`src/ex_consts.svh`:
```
`ifndef EX_CONSTS_SVH
`define EX_CONSTS_SVH

// Datapath width
`define EX_XLEN 32

// Byte lanes in one data word
`define EX_BE_W (`EX_XLEN / 8)

// Opcode field width
`define EX_OP_W 6

// Data RAM depth in words
`define EX_DMEM_WORDS 256

// Divider iterations with one quotient bit per step
`define EX_DIV_STEPS 32

// Link address skips the branch and its delay slot
`define EX_LINK_OFS 32'd8

`endif
```
`src/ex_pkg.sv`:
```
`include "ex_consts.svh"

package ex_pkg;

    typedef enum logic [`EX_OP_W-1:0] {
        OP_NOP,
        OP_SLL, OP_SRL, OP_SRA,
        OP_ADD, OP_ADDU, OP_SUB, OP_SUBU,
        OP_AND, OP_OR, OP_XOR, OP_NOR,
        OP_SLT, OP_SLTU, OP_CLO, OP_CLZ, OP_BAL,
        OP_MULT, OP_MULTU, OP_MADD, OP_MADDU, OP_MSUB, OP_MSUBU,
        OP_MFHI, OP_MFLO, OP_DIV, OP_DIVU,
        OP_LB, OP_LBU, OP_LH, OP_LHU, OP_LW,
        OP_SB, OP_SH, OP_SW
    } alu_op_e;

    typedef enum logic [1:0] {
        IDLE,
        RUN,
        FIX
    } div_state_e;

    typedef struct packed {
        alu_op_e             op;
        logic [`EX_XLEN-1:0] pc;
        logic [`EX_XLEN-1:0] opr1;
        logic [`EX_XLEN-1:0] opr2;
        logic [`EX_XLEN-1:0] offset;
    } ex_req_t;

    typedef struct packed {
        logic ov;
        logic adel;
        logic ades;
    } exc_t;

    typedef struct packed {
        logic [`EX_XLEN-1:0] data;
        exc_t                exc;
        logic                load;
    } ex_res_t;

    typedef struct packed {
        logic                en;
        logic [`EX_BE_W-1:0] wen;
        logic [`EX_XLEN-1:0] addr;
        logic [`EX_XLEN-1:0] wdata;
        alu_op_e             kind;
    } mem_req_t;

    // pp[0] lo*lo, pp[1] hi*lo, pp[2] lo*hi, pp[3] hi*hi
    typedef struct packed {
        logic [3:0][`EX_XLEN-1:0] pp;
        logic                     neg;
    } mul_pp_t;

endpackage

```
`src/ex_hilo.sv`:
```
`timescale 1ns/100ps
`include "ex_consts.svh"

module ex_hilo (
    input  logic                clk,
    input  logic                arst_n_i,
    input  ex_pkg::alu_op_e     op_i,
    input  ex_pkg::mul_pp_t     pp_i,
    input  logic                div_done_i,
    input  logic [`EX_XLEN-1:0] quot_i,
    input  logic [`EX_XLEN-1:0] rem_i,
    output logic [`EX_XLEN-1:0] hi_o,
    output logic [`EX_XLEN-1:0] lo_o
);
    localparam int W = `EX_XLEN;
    localparam int H = W / 2;

    logic [2*W-1:0] mag, prod, acc;

    // Cross terms land half a word up
    assign mag = {{W{1'b0}}, pp_i.pp[0]}
               + {{H{1'b0}}, pp_i.pp[1], {H{1'b0}}}
               + {{H{1'b0}}, pp_i.pp[2], {H{1'b0}}}
               + {pp_i.pp[3], {W{1'b0}}};
    assign prod = pp_i.neg ? -mag : mag;
    assign acc  = {hi_o, lo_o};

    always_ff @(posedge clk or negedge arst_n_i) begin
        if (!arst_n_i) begin
            hi_o <= '0;
            lo_o <= '0;
        end else if (div_done_i) begin
            hi_o <= rem_i;
            lo_o <= quot_i;
        end else begin
            case (op_i)
                ex_pkg::OP_MULT, ex_pkg::OP_MULTU: {hi_o, lo_o} <= prod;
                ex_pkg::OP_MADD, ex_pkg::OP_MADDU: {hi_o, lo_o} <= acc + prod;
                ex_pkg::OP_MSUB, ex_pkg::OP_MSUBU: {hi_o, lo_o} <= acc - prod;
                default: begin
                    hi_o <= hi_o;
                    lo_o <= lo_o;
                end
            endcase
        end
    end

endmodule

```
`config.mk`:
```
export PLATFORM = sky130hd
export DESIGN_NAME = ex_hilo
export DESIGN_NICKNAME = d
export VERILOG_FILES = /design/src/ex_pkg.sv /design/src/ex_hilo.sv
export VERILOG_INCLUDE_DIRS = /design/src
export SDC_FILE = /design/constraint.sdc
export NUM_CORES = 1
export LEC_CHECK = 0
export BUFFER_PORTS_ARGS = -buffer_cell sky130_fd_sc_hd__buf_2
export CAP_MARGIN = 20
export CORE_MARGIN = 2
export CORE_UTILIZATION = 45
export CTS_CLUSTER_SIZE = 20
export DETAILED_ROUTE_END_ITERATION = 8
export PLACE_DENSITY_LB_ADDON = 0.08
export SLEW_MARGIN = 0
export SYNTH_ARGS = -nofsm -noshare
export SYNTH_HDL_FRONTEND = slang
export SYNTH_SLANG_ARGS = --single-unit
```
`constraint.sdc`:
```
create_clock -name clk -period 11.4 [get_ports clk]
set_input_delay 1.14 -clock clk [delete_from_list [all_inputs] [get_ports clk]]
set_output_delay 1.14 -clock clk [all_outputs]
set_load 0.01 [all_outputs]
```
==> results.txt <==
status = finished clean
via count = 18,600
slowest stage delay, CP = 0.81 ns
Setup Slack @ Placement = 1.89 ns
final wirelength = 62,800 um
initial antenna violation count = 0
drt first-iter violations = 1,763
Post-CTS Setup Bufs = 0
post-route clock skew = 0.00936 ns
Die Y = 192 um
cell depth of the worst flop-to-flop path = 16
post_cts resized = 0
clock tree from TritonCTS = built
Pleak = 7.71 nW
M3 GR Usage = 5.15%
Main synth FF type = dfrtp_1
synthesized flop and latch total = 64
post-synthesis compound-gate area fraction = 38.2%
Arr. time, crit path = 9.57 ns
adder-cell share of the synthesized area = 17.3%
Final Max Slew Viols = 0
Num CTS Buffers = 9
Root Buffer = clkbuf_16
GP Congestion = 0.955
Top Usage Layer GRT = met2
Max Fclk = 107 MHz
DR vias/cell = 6.45
clk buf depth = 2
Post-synth EDFFs = 0
Die W = 192 um
Initial Util = 45.9%
Async SR Flop Fraction = 100%
first-pass GRT wire length = 97,000 um
Worst-Margin Slew = 1.02 ns
Synth Area in XOR/XNOR = 6.09%
Post-Syn Area per Cell = 7.05 um2
Worst VDD drop = 100 uV
Clock Latency Late Sink = 0.37 ns
DP HPWL = 48,200 um
1st-pass router iterations = 5
hold depth = 2
Diodes inserted = 0
Synth cell types = 96
slowest CP cell = a2111oi_0
share of layout cells above drive strength 1 = 15.1%
P&R area growth vs syn = 11.8%
Slew headroom = 32.1%
DRC = 0
# Max-Cap Violations = 0
gr ovfl total = 0
Critical Path End Type = flip-flop
cells after synthesis = 2,261
Syn Std Cell Area = 0.0159 mm2
Worst-path clk slew = 0.07 ns
syn nets = 2,662
met1 Use GR = 46.7%
vias in the first global route = 17,500
post-synthesis sequential area ratio = 10.0%
met2 Track Usage GR = 52.5%
Core Box Area = 0.0347 mm2
storage element area = 0.00160 mm2
RSZ-0062 raised after global routing = false
period utilization = 81.7%
Max FO, Critical Path = 12
mux cell area share after synthesis = 0.659%
number of buffers added on ports = 265
Required @ worst endpoint = 11.66 ns
Yosys warning total = 0
routed len/inst = 21.8 um
pwr/cell area = 214 mW/mm2
Final Hold Fails = 0
class of the worst hold path = reg2reg
io pins = 266
Hold Buf Count CTS = 0
element type at the critical path start = primary input
clock sink count = 64
ANT nets after route = 0
WP buf/inv = 2
H-tree levels = 3
Global Route Usage Sum = 33.3%
Setup Viol. Count Final = 0
pin count of the biggest net entering global routing = 72
Layout fillers = 3,590
area occupied by multi-input gates = 0.0133 mm2
final worst slack = 2.09 ns
CP Depth = 27
simple logic cell fraction of the synthesized area = 21.1%
kind of critical path = in2reg
largest family of logic cells by synthesized area = compound AO/OA/AOI/OAI gates
nets@finish = 2,825
largest delay contributor family on the critical path = compound AO/OA/AOI/OAI gates
setup TNS = 0 ns
Min Clock Period, post-route = 9.31 ns
Std-Cell Rows = 68
die area = 0.0369 mm2
worst paths after layout:
path | startpoint | end | slack (ns)
worst max-delay path | pp_i[17] | hi_o[29] | 2.09
worst min register to register | lo_o[26] | lo_o[26] | 0.55
worst max register to register | lo_o[0] | hi_o[28] | 5.97
min in group asynchronous | arst_n_i | lo_o[20] | 1.02
worst min-delay path | lo_o[26] | lo_o[26] | 0.55
max in group asynchronous | arst_n_i | hi_o[20] | 9.75
area by class of cell:
type	count	share of cell area, %
flip-flops and latches	64	8.99
well taps	455	3.20
repair buffers	281	8.12
inverters	148	3.12
multi-input cells	1920	74.8
clock buffers	12	1.44
clock inverters	3	0.365
cells in the mapped netlist (31+ instances only):
master,n,share of area [%]
fa_1,35,4.4
inv_1,144,3.4
a21oi_1,252,7.9
nand2_1,167,3.9
clkbuf_1,116,2.7
nor4_1,31,1.2
xor2_1,47,2.6
o21bai_1,47,2.2
o21ai_0,172,5.4
nor3_1,61,1.9
xnor2_1,61,3.4
o22ai_1,44,1.7
o221ai_1,38,2.1
nor2_1,226,5.3
nand3_1,36,1.1
a21o_1,53,2.5
ha_1,164,13
a221oi_1,32,1.8
o211ai_1,35,1.6
dfrtp_1,64,10
o31ai_1,31,1.5
through the flow:
step	hold slack [ns]	util, %	power, mW	cell area, um2	instances
2_1_floorplan	0.554	-	2.53	15900	2261
3_3_place_gp	0.531	50.4	3.39	17500	2868
3_5_place_dp	0.545	50.4	3.38	17500	2868
4_1_cts	0.557	51.3	3.73	17800	2883
5_1_grt	0.600	51.3	4.13	17800	2883
6_report	0.553	51.3	3.81	17800	2883
cells in the final DEF (no fill, tap or decap), types with 15 or more instances in the layout:
cell type and n:
buf_2 265, a21oi_1 252, nor2_1 223, o21ai_0 172
nand2_1 166, ha_1 164, inv_1 144, dfrtp_1 64
xnor2_1 61, nor3_1 60, a21o_1 53, o21bai_1 47
xor2_1 47, o22ai_1 44, o221ai_1 38, nand3_1 36
o211ai_1 35, fa_1 35, a221oi_1 32, nor4_1 31
o31ai_1 31, nand4_1 28, a31oi_1 25, nand2b_1 24
a211oi_1 21, a221o_1 19, o21a_1 16, buf_4 16
and3_1 15, nor2b_1 15
per-layer routing:
metal / routed length (um) / vias to the layer above
li1: - / 8802
met1: 28600 / 8869
met2: 27600 / 833
met3: 5030 / 93
met4: 1560 / 0
met5: 0 / -
kinds of logic (layout without fill, tap and decap cells):
| group | after synthesis | after routing |
|---|---|---|
| buffers and inverters | 277 | 444 |
| AOI/OAI and AO/OA | 913 | 913 |
| DFF | 64 | 64 |
| and+or+nand+nor | 689 | 689 |
| adders and majority gates | 199 | 199 |
| muxes | 10 | 10 |
| xor gates and xnor gates | 109 | 109 |
power by group:
part / leakage, nW / switching [mW] / total [mW] / internal [mW]
combinational: 6.81 / 2.03 / 3.13 / 1.09
clock: 0.159 / 0.128 / 0.330 / 0.202
sequential: 0.732 / 0.0745 / 0.352 / 0.277
total: 7.71 / 2.24 / 3.81 / 1.57
registers in the layout (all words and copies together) (netlist names):
| register | count |
|---|---|
| lo_o | 32 |
| hi_o | 32 |
worst min-delay path, stage by stage (launching register included):
cell and delay (ns):
dfrtp_1 0.40, nand2_1 0.06, o31ai_1 0.06
No activity file was read; power rests on OpenSTA's default activity.
