<file path="src/ex_consts.svh">
`ifndef EX_CONSTS_SVH
`define EX_CONSTS_SVH

// Datapath width
`define EX_XLEN 32

// Byte lanes in one data word
`define EX_BE_W (`EX_XLEN / 8)

// Opcode field width
`define EX_OP_W 6

// Data RAM depth in words
`define EX_DMEM_WORDS 256

// Divider iterations with one quotient bit per step
`define EX_DIV_STEPS 32

// Link address skips the branch and its delay slot
`define EX_LINK_OFS 32'd8

`endif
</file>
<file path="src/ex_pkg.sv">
`include "ex_consts.svh"

package ex_pkg;

    typedef enum logic [`EX_OP_W-1:0] {
        OP_NOP,
        OP_SLL, OP_SRL, OP_SRA,
        OP_ADD, OP_ADDU, OP_SUB, OP_SUBU,
        OP_AND, OP_OR, OP_XOR, OP_NOR,
        OP_SLT, OP_SLTU, OP_CLO, OP_CLZ, OP_BAL,
        OP_MULT, OP_MULTU, OP_MADD, OP_MADDU, OP_MSUB, OP_MSUBU,
        OP_MFHI, OP_MFLO, OP_DIV, OP_DIVU,
        OP_LB, OP_LBU, OP_LH, OP_LHU, OP_LW,
        OP_SB, OP_SH, OP_SW
    } alu_op_e;

    typedef enum logic [1:0] {
        IDLE,
        RUN,
        FIX
    } div_state_e;

    typedef struct packed {
        alu_op_e             op;
        logic [`EX_XLEN-1:0] pc;
        logic [`EX_XLEN-1:0] opr1;
        logic [`EX_XLEN-1:0] opr2;
        logic [`EX_XLEN-1:0] offset;
    } ex_req_t;

    typedef struct packed {
        logic ov;
        logic adel;
        logic ades;
    } exc_t;

    typedef struct packed {
        logic [`EX_XLEN-1:0] data;
        exc_t                exc;
        logic                load;
    } ex_res_t;

    typedef struct packed {
        logic                en;
        logic [`EX_BE_W-1:0] wen;
        logic [`EX_XLEN-1:0] addr;
        logic [`EX_XLEN-1:0] wdata;
        alu_op_e             kind;
    } mem_req_t;

    // pp[0] lo*lo, pp[1] hi*lo, pp[2] lo*hi, pp[3] hi*hi
    typedef struct packed {
        logic [3:0][`EX_XLEN-1:0] pp;
        logic                     neg;
    } mul_pp_t;

endpackage

</file>
<file path="src/ex_div.sv">
`timescale 1ns/100ps
`include "ex_consts.svh"

module ex_div (
    input  logic                clk,
    input  logic                arst_n_i,
    input  logic                start_i,
    input  logic                signed_i,
    input  logic [`EX_XLEN-1:0] a_i,
    input  logic [`EX_XLEN-1:0] b_i,
    output logic                busy_o,
    output logic                done_o,
    output logic [`EX_XLEN-1:0] quot_o,
    output logic [`EX_XLEN-1:0] rem_o
);
    localparam int W  = `EX_XLEN;
    localparam int CW = $clog2(`EX_DIV_STEPS);

    ex_pkg::div_state_e state;
    logic [CW-1:0]      cnt;
    logic [W-1:0]       q, r, dvs;
    logic [W:0]         r_sh, r_diff;
    logic               a_neg, b_neg, neg_q, neg_r, b_zero;

    assign a_neg  = signed_i & a_i[W-1];
    assign b_neg  = signed_i & b_i[W-1];
    assign r_sh   = {r, q[W-1]};
    assign r_diff = r_sh - {1'b0, dvs};

    always_ff @(posedge clk or negedge arst_n_i) begin
        if (!arst_n_i) begin
            state <= ex_pkg::IDLE;
            cnt   <= '0;
        end else begin
            case (state)
                ex_pkg::IDLE: begin
                    cnt <= '0;
                    if (start_i) begin
                        state <= ex_pkg::RUN;
                    end
                end
                ex_pkg::RUN: begin
                    cnt <= cnt + 1'b1;
                    if (cnt == CW'(`EX_DIV_STEPS - 1)) begin
                        state <= ex_pkg::FIX;
                    end
                end
                default: state <= ex_pkg::IDLE;
            endcase
        end
    end

    // q starts as the dividend magnitude and fills with quotient bits
    always_ff @(posedge clk) begin
        if (state == ex_pkg::IDLE && start_i) begin
            q      <= a_neg ? -a_i : a_i;
            dvs    <= b_neg ? -b_i : b_i;
            r      <= '0;
            neg_q  <= a_neg ^ b_neg;
            neg_r  <= a_neg;
            b_zero <= (b_i == '0);
        end else if (state == ex_pkg::RUN) begin
            r <= r_diff[W] ? r_sh[W-1:0] : r_diff[W-1:0];
            q <= {q[W-2:0], ~r_diff[W]};
        end
    end

    assign busy_o = (state != ex_pkg::IDLE);
    assign done_o = (state == ex_pkg::FIX);
    assign quot_o = b_zero ? '1 : (neg_q ? -q : q);
    assign rem_o  = neg_r ? -r : r;

endmodule

</file>
<file path="config.mk">
export PLATFORM = sky130hd
export DESIGN_NAME = ex_div
export DESIGN_NICKNAME = d
export VERILOG_FILES = /design/src/ex_pkg.sv /design/src/ex_div.sv
export VERILOG_INCLUDE_DIRS = /design/src
export SDC_FILE = /design/constraint.sdc
export NUM_CORES = 1
export LEC_CHECK = 0
export ABC_AREA = 1
export BUFFER_PORTS_ARGS = -buffer_cell sky130_fd_sc_hd__buf_2
export CAP_MARGIN = 5
export CORE_UTILIZATION = 50
export DETAILED_ROUTE_END_ITERATION = 10
export MAX_ROUTING_LAYER = met4
export PLACE_DENSITY = 0.71
export SYNTH_ARGS = -nofsm -noshare
export SYNTH_HDL_FRONTEND = slang
export SYNTH_SLANG_ARGS = --single-unit
export TNS_END_PERCENT = 20
</file>
<file path="constraint.sdc">
create_clock -name clk -period 2.7 [get_ports clk]
set_input_delay 0.135 -clock clk [delete_from_list [all_inputs] [get_ports clk]]
set_output_delay 0.135 -clock clk [all_outputs]
set_load 0.005 [all_outputs]
</file>
==> impl_metrics.ini <==
[sta]
slew_headroom_pct = 51.9
fmax_mhz = 386
fin_ws_ns = 0.108
setup_viol = 0
drv_slew = 0
hold_viol = 0
hold_ws_ns = 0.0826
fin_skew_ns = 0.00561
worst_pin_slew_ns = 0.721
tns_ns = 0
rsz0062_at_grt = yes
period_minus_slack_ns = 2.59
fin_crit_sh_pct = 96.0

[route]
wire_per_inst_um = 15.1
vias_per_cell = 5.19
route.top_layer_used = met4
wl_met1_mm = 13.7
first_pass_iters = 6
drt_iter0_markers = 897
drc = 0
route.met2.wl_mm = 15.2
met3WireLength_mm = 2.39
antenna_left = 0
routed_wl_mm = 32.3
vias = 11100

[global_route]
grtUsageTotal_pct = 31.1
grt-ovfl-total = 0
grt_pass1_wl_mm = 50.8
antenna_found_initial = 4
grt_pass1_vias = 10200
grt_max_degree = 37

[logic_synthesis]
netlist_area_um2 = 10400
synth_fp_nets = 1814
yosys_most_used_dff = edfxtp_1
synth-edff-count = 67
synth_warnings = 0
ys_ff_latch = 106
seq_area_frac_synth_pct = 27.3
synthArstFlopShare_pct = 6.60
synth_cell_types = 41
syn_inst = 1707
postSynthAreaPerCell_um2 = 6.07

[die]
ios = 134
start_util_pct = 51.1
die_area_um2 = 21300
dieHeight_um = 146
coreArea_um2 = 20300
die_x_um = 146
fp-row-count = 52

[worst_setup_path]
reg2regPathDepth = 17
crit_chain = inv_1 > ha_1 > nand3_1 > nor3_1 > nand2_1 > nor3_1 > xor2_1 > nand2_1 > o211ai_1 > buf_2
critPathCaptureType = primary output
cpPeakStageDelay_ns = 0.41
worst_ep_arrival_time_ns = 2.46
path_max_fanout = 3
worst-setup-path-type = reg2out
cpMaxStageDelayCell = edfxtp_1
reg2reg_from = q[31]
timing.rr.end = r[15]
required_ns = 2.57
r2r_setup_slack_ns = 0.24
cp-start-kind = flip-flop

[run_status]
outcome = completed

[pwr]
p_sw_mw = 6.09
vdd_drop_max_mv = 0.462
clock_power_share_pct = 12.1
swShare_pct = 51.0
p_seq_share_pct = 25.9
p_per_area_nw_per_um2 = 999
p_leak_nw = 6.31
total_power_mw = 12.0
pwr-share-comb_pct = 62.1
internal_power_mw = 5.86

[placement]
place_area_um2 = 11500
preCtsSetupSlack_ns = 0.128
port_buffers = 133
dp_hpwl_mm = 25.7
gp_congestion = 0.972
placed_cells = 2106

[final_layout]
layout.cells.non_filler = 2136
fin_util_pct = 59.0
drive_above_1_share_pct = 12.8
final_cell_area_um2 = 12000
layout_commonest_cell = nand2_1
layout_common_cells = 535 x nand2_1, 322 x inv_1, 152 x nand3_1
areaGrowthSynthToFinish_pct = 15.4
n_fill_cell = 2058
num-nets-final = 1963

[clock_network]
cts_sinks = 106
clockRootBuffer = clkbuf_16
clk_path_buf_depth = 2
cts-buffers-inserted = 9
clk_latency_ns = 0.37
ctsHtreeMaxLevel = 3
cts_tree = done
clk_pin_slew_worst_paths_ns = 0.08

[run]
max_cap_viol_count = 0

[worst_hold_path]
whs_endpoint = dvs[15]
whs_path_depth = 3
hold_path_class = in2reg
holdCritStartpoint = b_i[15]
[logic make-up after synthesis]
kind of cell | Yosys count | synth area share (%)
DFF | 106 | 27.3
buffers and inverters | 366 | 13.7
and+or+nand+nor | 957 | 39.2
AOI/OAI and AO/OA | 150 | 7.61
adders and majority gates | 39 | 4.78
xor gates and xnor gates | 89 | 7.52
[sequential cells by signal (all words and copies together) (netlist names)]
register  cells
neg_r         1
b_zero        1
state         2
cnt           5
dvs          32
q            32
neg_q         1
r            32
[cell usage after synthesis (all sizes together) (27+ instances only)]
library cell,count,share of area [%]
nor2,160,6.0
dfxtp,32,6.2
xor2,77,6.5
nand3,155,7.5
o21ai,89,4.3
nor3,38,2.0
nand4,27,1.6
edfxtp,67,19
inv,327,12
a21oi,43,2.1
ha,38,4.6
nand2,545,20
[power by group through the flow]
stage          clock network (mW)  registers [mW]  logic (mW)
3_3_place_gp                    0            3.09        6.99
4_1_cts                      1.44            3.06        7.12
3_5_place_dp                    0            3.09        7.07
2_1_floorplan                   0            2.94        5.03
5_1_grt                      1.50            3.17        8.37
6_report                     1.44            3.09        7.42
[metal layers]
layer	GRT usage, %	up-vias
met5	-	-
met4	11.9	0
met3	4.50	57
met2	51.4	397
met1	38.5	4976
li1	-	5660
[critical path: cells and delay by family, from the launching register on]
| kind | cells | cell delay (ns) |
|---|---|---|
| AND/OR/NAND/NOR | 5 | 0.92 |
| XOR/XNOR | 1 | 0.16 |
| adder cells (fa/ha/maj) | 1 | 0.16 |
| flip-flops | 1 | 0.41 |
| buffers and inverters | 2 | 0.30 |
| AO/OA/AOI/OAI | 1 | 0.14 |
[timing repair]
item | in CTS | in global routing
hold endpoints to repair | 8 | 0
gates cloned | 0 | 2
gates resized for setup | 2 | 23
hold buffers | 2 | 0
buffers inserted | 0 | 5
pin swaps | 0 | 5
endpoints found under the setup margin | 2 | 55
[layout make-up]
cell class	count	area, um2	share of cell area, %
clock inverters	7	87.6	0.732
repair buffers	175	1030	8.59
multi-input cells	1236	6220	51.9
diodes	5	12.5	0.105
inverters	328	1230	10.3
flip-flops and latches	106	2830	23.6
clock buffers	9	225	1.88
well taps	270	338	2.82
[how the worst max path moves through the flow]
stage | start | endpoint | depth (start not counted)
after global routing | q[1] | quot_o[28] | 13
after floorplan | state[1] | q[20] | 5
after CTS | r[0] | rem_o[21] | 9
after detailed placement | q[31] | r[10] | 16
after global placement | q[31] | r[22] | 16
final | q[1] | quot_o[30] | 10
Note: power is estimated with default switching activity, not from simulation.
