**src/ex_consts.svh**
```systemverilog
`ifndef EX_CONSTS_SVH
`define EX_CONSTS_SVH

// Datapath width
`define EX_XLEN 32

// Byte lanes in one data word
`define EX_BE_W (`EX_XLEN / 8)

// Opcode field width
`define EX_OP_W 6

// Data RAM depth in words
`define EX_DMEM_WORDS 256

// Divider iterations with one quotient bit per step
`define EX_DIV_STEPS 32

// Link address skips the branch and its delay slot
`define EX_LINK_OFS 32'd8

`endif
```
**src/ex_pkg.sv**
```systemverilog
`include "ex_consts.svh"

package ex_pkg;

    typedef enum logic [`EX_OP_W-1:0] {
        OP_NOP,
        OP_SLL, OP_SRL, OP_SRA,
        OP_ADD, OP_ADDU, OP_SUB, OP_SUBU,
        OP_AND, OP_OR, OP_XOR, OP_NOR,
        OP_SLT, OP_SLTU, OP_CLO, OP_CLZ, OP_BAL,
        OP_MULT, OP_MULTU, OP_MADD, OP_MADDU, OP_MSUB, OP_MSUBU,
        OP_MFHI, OP_MFLO, OP_DIV, OP_DIVU,
        OP_LB, OP_LBU, OP_LH, OP_LHU, OP_LW,
        OP_SB, OP_SH, OP_SW
    } alu_op_e;

    typedef enum logic [1:0] {
        IDLE,
        RUN,
        FIX
    } div_state_e;

    typedef struct packed {
        alu_op_e             op;
        logic [`EX_XLEN-1:0] pc;
        logic [`EX_XLEN-1:0] opr1;
        logic [`EX_XLEN-1:0] opr2;
        logic [`EX_XLEN-1:0] offset;
    } ex_req_t;

    typedef struct packed {
        logic ov;
        logic adel;
        logic ades;
    } exc_t;

    typedef struct packed {
        logic [`EX_XLEN-1:0] data;
        exc_t                exc;
        logic                load;
    } ex_res_t;

    typedef struct packed {
        logic                en;
        logic [`EX_BE_W-1:0] wen;
        logic [`EX_XLEN-1:0] addr;
        logic [`EX_XLEN-1:0] wdata;
        alu_op_e             kind;
    } mem_req_t;

    // pp[0] lo*lo, pp[1] hi*lo, pp[2] lo*hi, pp[3] hi*hi
    typedef struct packed {
        logic [3:0][`EX_XLEN-1:0] pp;
        logic                     neg;
    } mul_pp_t;

endpackage

```
**src/ex_alu.sv**
```systemverilog
`timescale 1ns/100ps
`include "ex_consts.svh"

module ex_alu (
    input  ex_pkg::ex_req_t     req_i,
    input  logic [`EX_XLEN-1:0] hi_i,
    input  logic [`EX_XLEN-1:0] lo_i,
    output ex_pkg::ex_res_t     res_o,
    output ex_pkg::mem_req_t    mem_o,
    output ex_pkg::mul_pp_t     pp_o,
    output logic                div_start_o,
    output logic                div_signed_o,
    output logic [`EX_XLEN-1:0] div_a_o,
    output logic [`EX_XLEN-1:0] div_b_o
);
    localparam int W = `EX_XLEN;

    logic [W-1:0] a, b, sum, diff, ea, abs_a, abs_b, mop_a, mop_b;
    logic         a_s, b_s, adel, ades, is_load;
    logic [W-1:0] clz_in;
    logic [15:0]  x16;
    logic [7:0]   x8;
    logic [3:0]   x4;
    logic [1:0]   x2;
    logic [4:0]   nz;
    logic [5:0]   clz_n;

    assign a     = req_i.opr1;
    assign b     = req_i.opr2;
    assign a_s   = a[W-1];
    assign b_s   = b[W-1];
    assign sum   = a + b;
    assign diff  = a - b;
    assign ea    = a + req_i.offset;
    assign abs_a = a_s ? -a : a;
    assign abs_b = b_s ? -b : b;

    // Leading zero count by halving
    // CLO counts the zeros of the inverted operand
    assign clz_in = (req_i.op == ex_pkg::OP_CLO) ? ~a : a;
    assign nz[4]  = ~|clz_in[31:16];
    assign x16    = nz[4] ? clz_in[15:0] : clz_in[31:16];
    assign nz[3]  = ~|x16[15:8];
    assign x8     = nz[3] ? x16[7:0] : x16[15:8];
    assign nz[2]  = ~|x8[7:4];
    assign x4     = nz[2] ? x8[3:0] : x8[7:4];
    assign nz[1]  = ~|x4[3:2];
    assign x2     = nz[1] ? x4[1:0] : x4[3:2];
    assign nz[0]  = ~x2[1];
    assign clz_n  = (clz_in == '0) ? 6'd32 : {1'b0, nz};

    assign div_start_o  = (req_i.op == ex_pkg::OP_DIV) || (req_i.op == ex_pkg::OP_DIVU);
    assign div_signed_o = (req_i.op == ex_pkg::OP_DIV);
    assign div_a_o      = a;
    assign div_b_o      = b;

    // Multiply on magnitudes with the sign restored in HI/LO
    always_comb begin
        pp_o = '0;
        case (req_i.op)
            ex_pkg::OP_MULT, ex_pkg::OP_MADD, ex_pkg::OP_MSUB: begin
                mop_a    = abs_a;
                mop_b    = abs_b;
                pp_o.neg = a_s ^ b_s;
            end
            ex_pkg::OP_MULTU, ex_pkg::OP_MADDU, ex_pkg::OP_MSUBU: begin
                mop_a = a;
                mop_b = b;
            end
            default: begin
                mop_a = '0;
                mop_b = '0;
            end
        endcase
        pp_o.pp[0] = {16'b0, mop_a[15:0]} * {16'b0, mop_b[15:0]};
        pp_o.pp[1] = {16'b0, mop_a[31:16]} * {16'b0, mop_b[15:0]};
        pp_o.pp[2] = {16'b0, mop_a[15:0]} * {16'b0, mop_b[31:16]};
        pp_o.pp[3] = {16'b0, mop_a[31:16]} * {16'b0, mop_b[31:16]};
    end

    always_comb begin
        mem_o      = '0;
        mem_o.addr = ea;
        mem_o.kind = req_i.op;
        adel       = 1'b0;
        ades       = 1'b0;
        is_load    = 1'b1;
        case (req_i.op)
            ex_pkg::OP_LB, ex_pkg::OP_LBU: adel = 1'b0;
            ex_pkg::OP_LH, ex_pkg::OP_LHU: adel = ea[0];
            ex_pkg::OP_LW:                 adel = |ea[1:0];
            ex_pkg::OP_SB: begin
                is_load     = 1'b0;
                mem_o.wdata = {4{b[7:0]}};
                mem_o.wen   = 4'b0001 << ea[1:0];
            end
            ex_pkg::OP_SH: begin
                is_load     = 1'b0;
                ades        = ea[0];
                mem_o.wdata = {2{b[15:0]}};
                mem_o.wen   = ea[1] ? 4'b1100 : 4'b0011;
            end
            ex_pkg::OP_SW: begin
                is_load     = 1'b0;
                ades        = |ea[1:0];
                mem_o.wdata = b;
                mem_o.wen   = 4'b1111;
            end
            default: is_load = 1'b0;
        endcase
        // Misaligned access never reaches the RAM
        mem_o.en = (is_load || (mem_o.wen != '0)) && !adel && !ades;
        if (!mem_o.en) begin
            mem_o.wen = '0;
        end
    end

    always_comb begin
        res_o = '0;
        case (req_i.op)
            ex_pkg::OP_SLL:  res_o.data = b << a[4:0];
            ex_pkg::OP_SRL:  res_o.data = b >> a[4:0];
            ex_pkg::OP_SRA:  res_o.data = $signed(b) >>> a[4:0];
            ex_pkg::OP_ADD, ex_pkg::OP_ADDU: res_o.data = sum;
            ex_pkg::OP_SUB, ex_pkg::OP_SUBU: res_o.data = diff;
            ex_pkg::OP_AND:  res_o.data = a & b;
            ex_pkg::OP_OR:   res_o.data = a | b;
            ex_pkg::OP_XOR:  res_o.data = a ^ b;
            ex_pkg::OP_NOR:  res_o.data = ~(a | b);
            ex_pkg::OP_SLT:  res_o.data = {31'b0, $signed(a) < $signed(b)};
            ex_pkg::OP_SLTU: res_o.data = {31'b0, a < b};
            ex_pkg::OP_CLO, ex_pkg::OP_CLZ: res_o.data = {26'b0, clz_n};
            ex_pkg::OP_BAL:  res_o.data = req_i.pc + `EX_LINK_OFS;
            ex_pkg::OP_MFHI: res_o.data = hi_i;
            ex_pkg::OP_MFLO: res_o.data = lo_i;
            default:         res_o.data = '0;
        endcase
        res_o.exc.ov   = ((req_i.op == ex_pkg::OP_ADD) && !(a_s ^ b_s) && (sum[W-1] ^ a_s))
                      || ((req_i.op == ex_pkg::OP_SUB) && (a_s ^ b_s) && (diff[W-1] ^ a_s));
        res_o.exc.adel = adel;
        res_o.exc.ades = ades;
        res_o.load     = is_load && mem_o.en;
    end

endmodule

```
**config.mk**
```make
export PLATFORM = sky130hd
export DESIGN_NAME = ex_alu
export DESIGN_NICKNAME = d
export VERILOG_FILES = /design/src/ex_pkg.sv /design/src/ex_alu.sv
export VERILOG_INCLUDE_DIRS = /design/src
export SDC_FILE = /design/constraint.sdc
export NUM_CORES = 2
export LEC_CHECK = 0
export ABC_CLOCK_PERIOD_IN_PS = 12800
export BUFFER_PORTS_ARGS = -buffer_cell sky130_fd_sc_hd__buf_2
export CORE_MARGIN = 2
export CORE_UTILIZATION = 40
export DETAILED_ROUTE_END_ITERATION = 8
export PLACE_DENSITY = 0.62
export SYNTH_ARGS = -nofsm -noshare
export SYNTH_HDL_FRONTEND = slang
export SYNTH_SLANG_ARGS = --single-unit
```
**constraint.sdc**
```tcl
create_clock -name vclk -period 12.8
set_input_delay 1.28 -clock vclk [all_inputs]
set_output_delay 1.28 -clock vclk [all_outputs]
set_load 0.02 [all_outputs]
```
==> results.tsv <==
metric	value	unit
status	finished with violations	
failed_checks	max-capacitance violations, max-slew violations	
dieArea	123000	um^2
setup_viol	0	
fmax	0.0813	GHz
ant_nets	0	
fin_crit_sh	0.961	
grt_pass1_wl	313	mm
power.density	19.9	nW/um^2
ff_latch_area	0	um^2
netlist_area	47900	um^2
avgRoutedWirePerCell	26.1	um
wl	212	mm
syn-num-nets	7798	
design.seq.count	0	
cap_violations	1	
synth_warnings	0	
dr.first_iter.drc_count	4874	
num-nets-final	8032	
pin_count	504	
hpwl	168	mm
n_fill_cell	12158	
hold_violations	0	
die-height	350	um
critical_path_class	in2out	
ys_seq_area_frac	0	
finalSetupTns	0	ps
relSlewSlack	-0.00878	
drive_gt1_frac	0.129	
place_ws	743	ps
rsz0062_at_grt	no	
finalPower	0.00104	W
max-vdd-ir-drop	26.3	uV
gp_congestion	1.05	
grt_pass1_vias	48307	
finalMaxSlewViolations	16	
drt_pass1_iterations	6	
worst_setup_path_end_kind	primary output	
worstPathMaxFanout	12	
cts_hold_buf	0	
final_util	0.441	
area_growth	8.95	%
track_usage	0.340	
grt_overflow	0	
tightest_slew	1510	ps
fp-row-count	126	
postCtsSetupBuffers	0	
antenna_found_initial	19	
min_path_type	in2out	
syn_avg_cell_area	7.64	um^2
start_kind	input port	
min_period	12300	ps
ys_types	91	
critPathRequiredTime	11520	ps
cp.arrival	11020	ps
die_width	350	um
grt_max_degree	98	
core-area	118000	um^2
vias_per_cell	5.91	
drc	0	
via_count	48008	
post_synth_inst_count	6275	
initial_core_util	0.405	
clock_buffers	0	
setup_slack	505	ps
post_cts_resized	0	
p_leak	26.1	nW
port_buffers	504	
worst max-delay path, stage by stage:
cell	delay [ps]
buf_2	120
nor4_1	1140
nand4_1	540
nand2b_1	350
nand2b_1	280
o31ai_1	550
o31a_1	760
nor2_1	160
fa_1	580
inv_1	60
fa_1	550
inv_1	60
fa_1	530
fa_1	440
fa_1	490
inv_1	50
fa_1	470
inv_1	40
ha_1	360
a211o_1	340
nor3_1	130
nor2_1	70
a2111oi_0	650
nor3_1	180
a211o_1	290
a21oi_1	180
xnor2_1	140
buf_2	190
logic make-up (layout without fill, tap and decap cells):
kind of cell / count (synthesis) / count (layout) / share of synthesized area
compound gates: 1136 / 1136 / 0.158
xor+xnor: 189 / 189 / 0.0345
fa+ha+maj: 1325 / 1325 / 0.468
buf+inv: 1461 / 1693 / 0.121
mux: 116 / 116 / 0.0379
other cells: 0 / 15 / 0
simple gates: 2048 / 2048 / 0.181
cells in the final DEF, fill, tap and decap left out, types with 34 or more instances in the layout:
| cell type | synthesis | layout |
|---|---|---|
| inv_1 | 1003 | 1003 |
| nand2_1 | 812 | 812 |
| nor2_1 | 804 | 801 |
| fa_1 | 779 | 779 |
| ha_1 | 546 | 546 |
| buf_2 | 15 | 502 |
| a21oi_1 | 286 | 286 |
| o21ai_0 | 220 | 215 |
| buf_4 | 72 | 184 |
| xnor2_1 | 135 | 135 |
| nand3_1 | 81 | 80 |
| nor3_1 | 81 | 79 |
| a21o_1 | 76 | 76 |
| mux2i_1 | 55 | 55 |
| xor2_1 | 54 | 54 |
| mux4_2 | 50 | 50 |
| a211oi_1 | 47 | 47 |
| o21a_1 | 46 | 46 |
| o31a_1 | 47 | 44 |
| o31ai_1 | 78 | 42 |
| and2_1 | 37 | 37 |
| nand2b_1 | 34 | 34 |
final cells by class:
cell class | instances | area, um^2 | area share
antenna | 15 | 37.5 | 0.000719
tap | 1600 | 2000 | 0.0383
timing repair buffer | 687 | 3910 | 0.0750
multi-input combinational | 4814 | 42500 | 0.814
inverter | 1006 | 3780 | 0.0723
Yosys cell counts, types with 32 or more instances:
cell type	number	area, um^2
nor2_1	804	3020
mux4_2	50	1130
o31ai_1	78	586
inv_1	1003	3760
a21o_1	76	571
o21a_1	46	345
a211oi_1	47	353
a22oi_1	33	248
nand2b_1	34	213
clkbuf_1	337	1260
nor3_1	81	405
buf_4	72	541
o21ai_0	220	1100
xor2_1	54	473
o31a_1	47	412
nand3_1	81	405
and2_1	37	231
ha_1	546	6830
nor4_1	32	200
mux2i_1	55	551
nand2_1	812	3050
a21oi_1	286	1430
fa_1	779	15600
xnor2_1	135	1180
layer usage:
layer / part of all wire / GRT usage / vias to the layer above
li1: - / - / 20834
met1: 0.36 / 0.409 / 23348
met2: 0.44 / 0.541 / 2940
met3: 0.11 / 0.0751 / 876
met4: 0.089 / 0.240 / 10
met5: 0.00031 / 0 / -
report_power, final:
part	switching [W]	internal, W
logic	0.000724	0.000315
clock network	0	0.0000000000147
registers	0	0
total	0.000724	0.000315
path summary, 6_finish.rpt:
path       from          to  slack [ps]  cells past startpoint
max   req_i[40]    pp_o[89]         500                     28
min   req_i[64]  div_a_o[0]        2890                      2
through the flow:
stage               instance area [um^2]  cells  hold slack [ps]
floorplan                          47900   6275             2670
global placement                   52200   8107             2890
detailed placement                 52200   8107             2890
CTS                                52200   8107             2890
global route                       52200   8116             2900
finish                             52200   8122             2890
No activity file was read; power rests on OpenSTA's default activity.
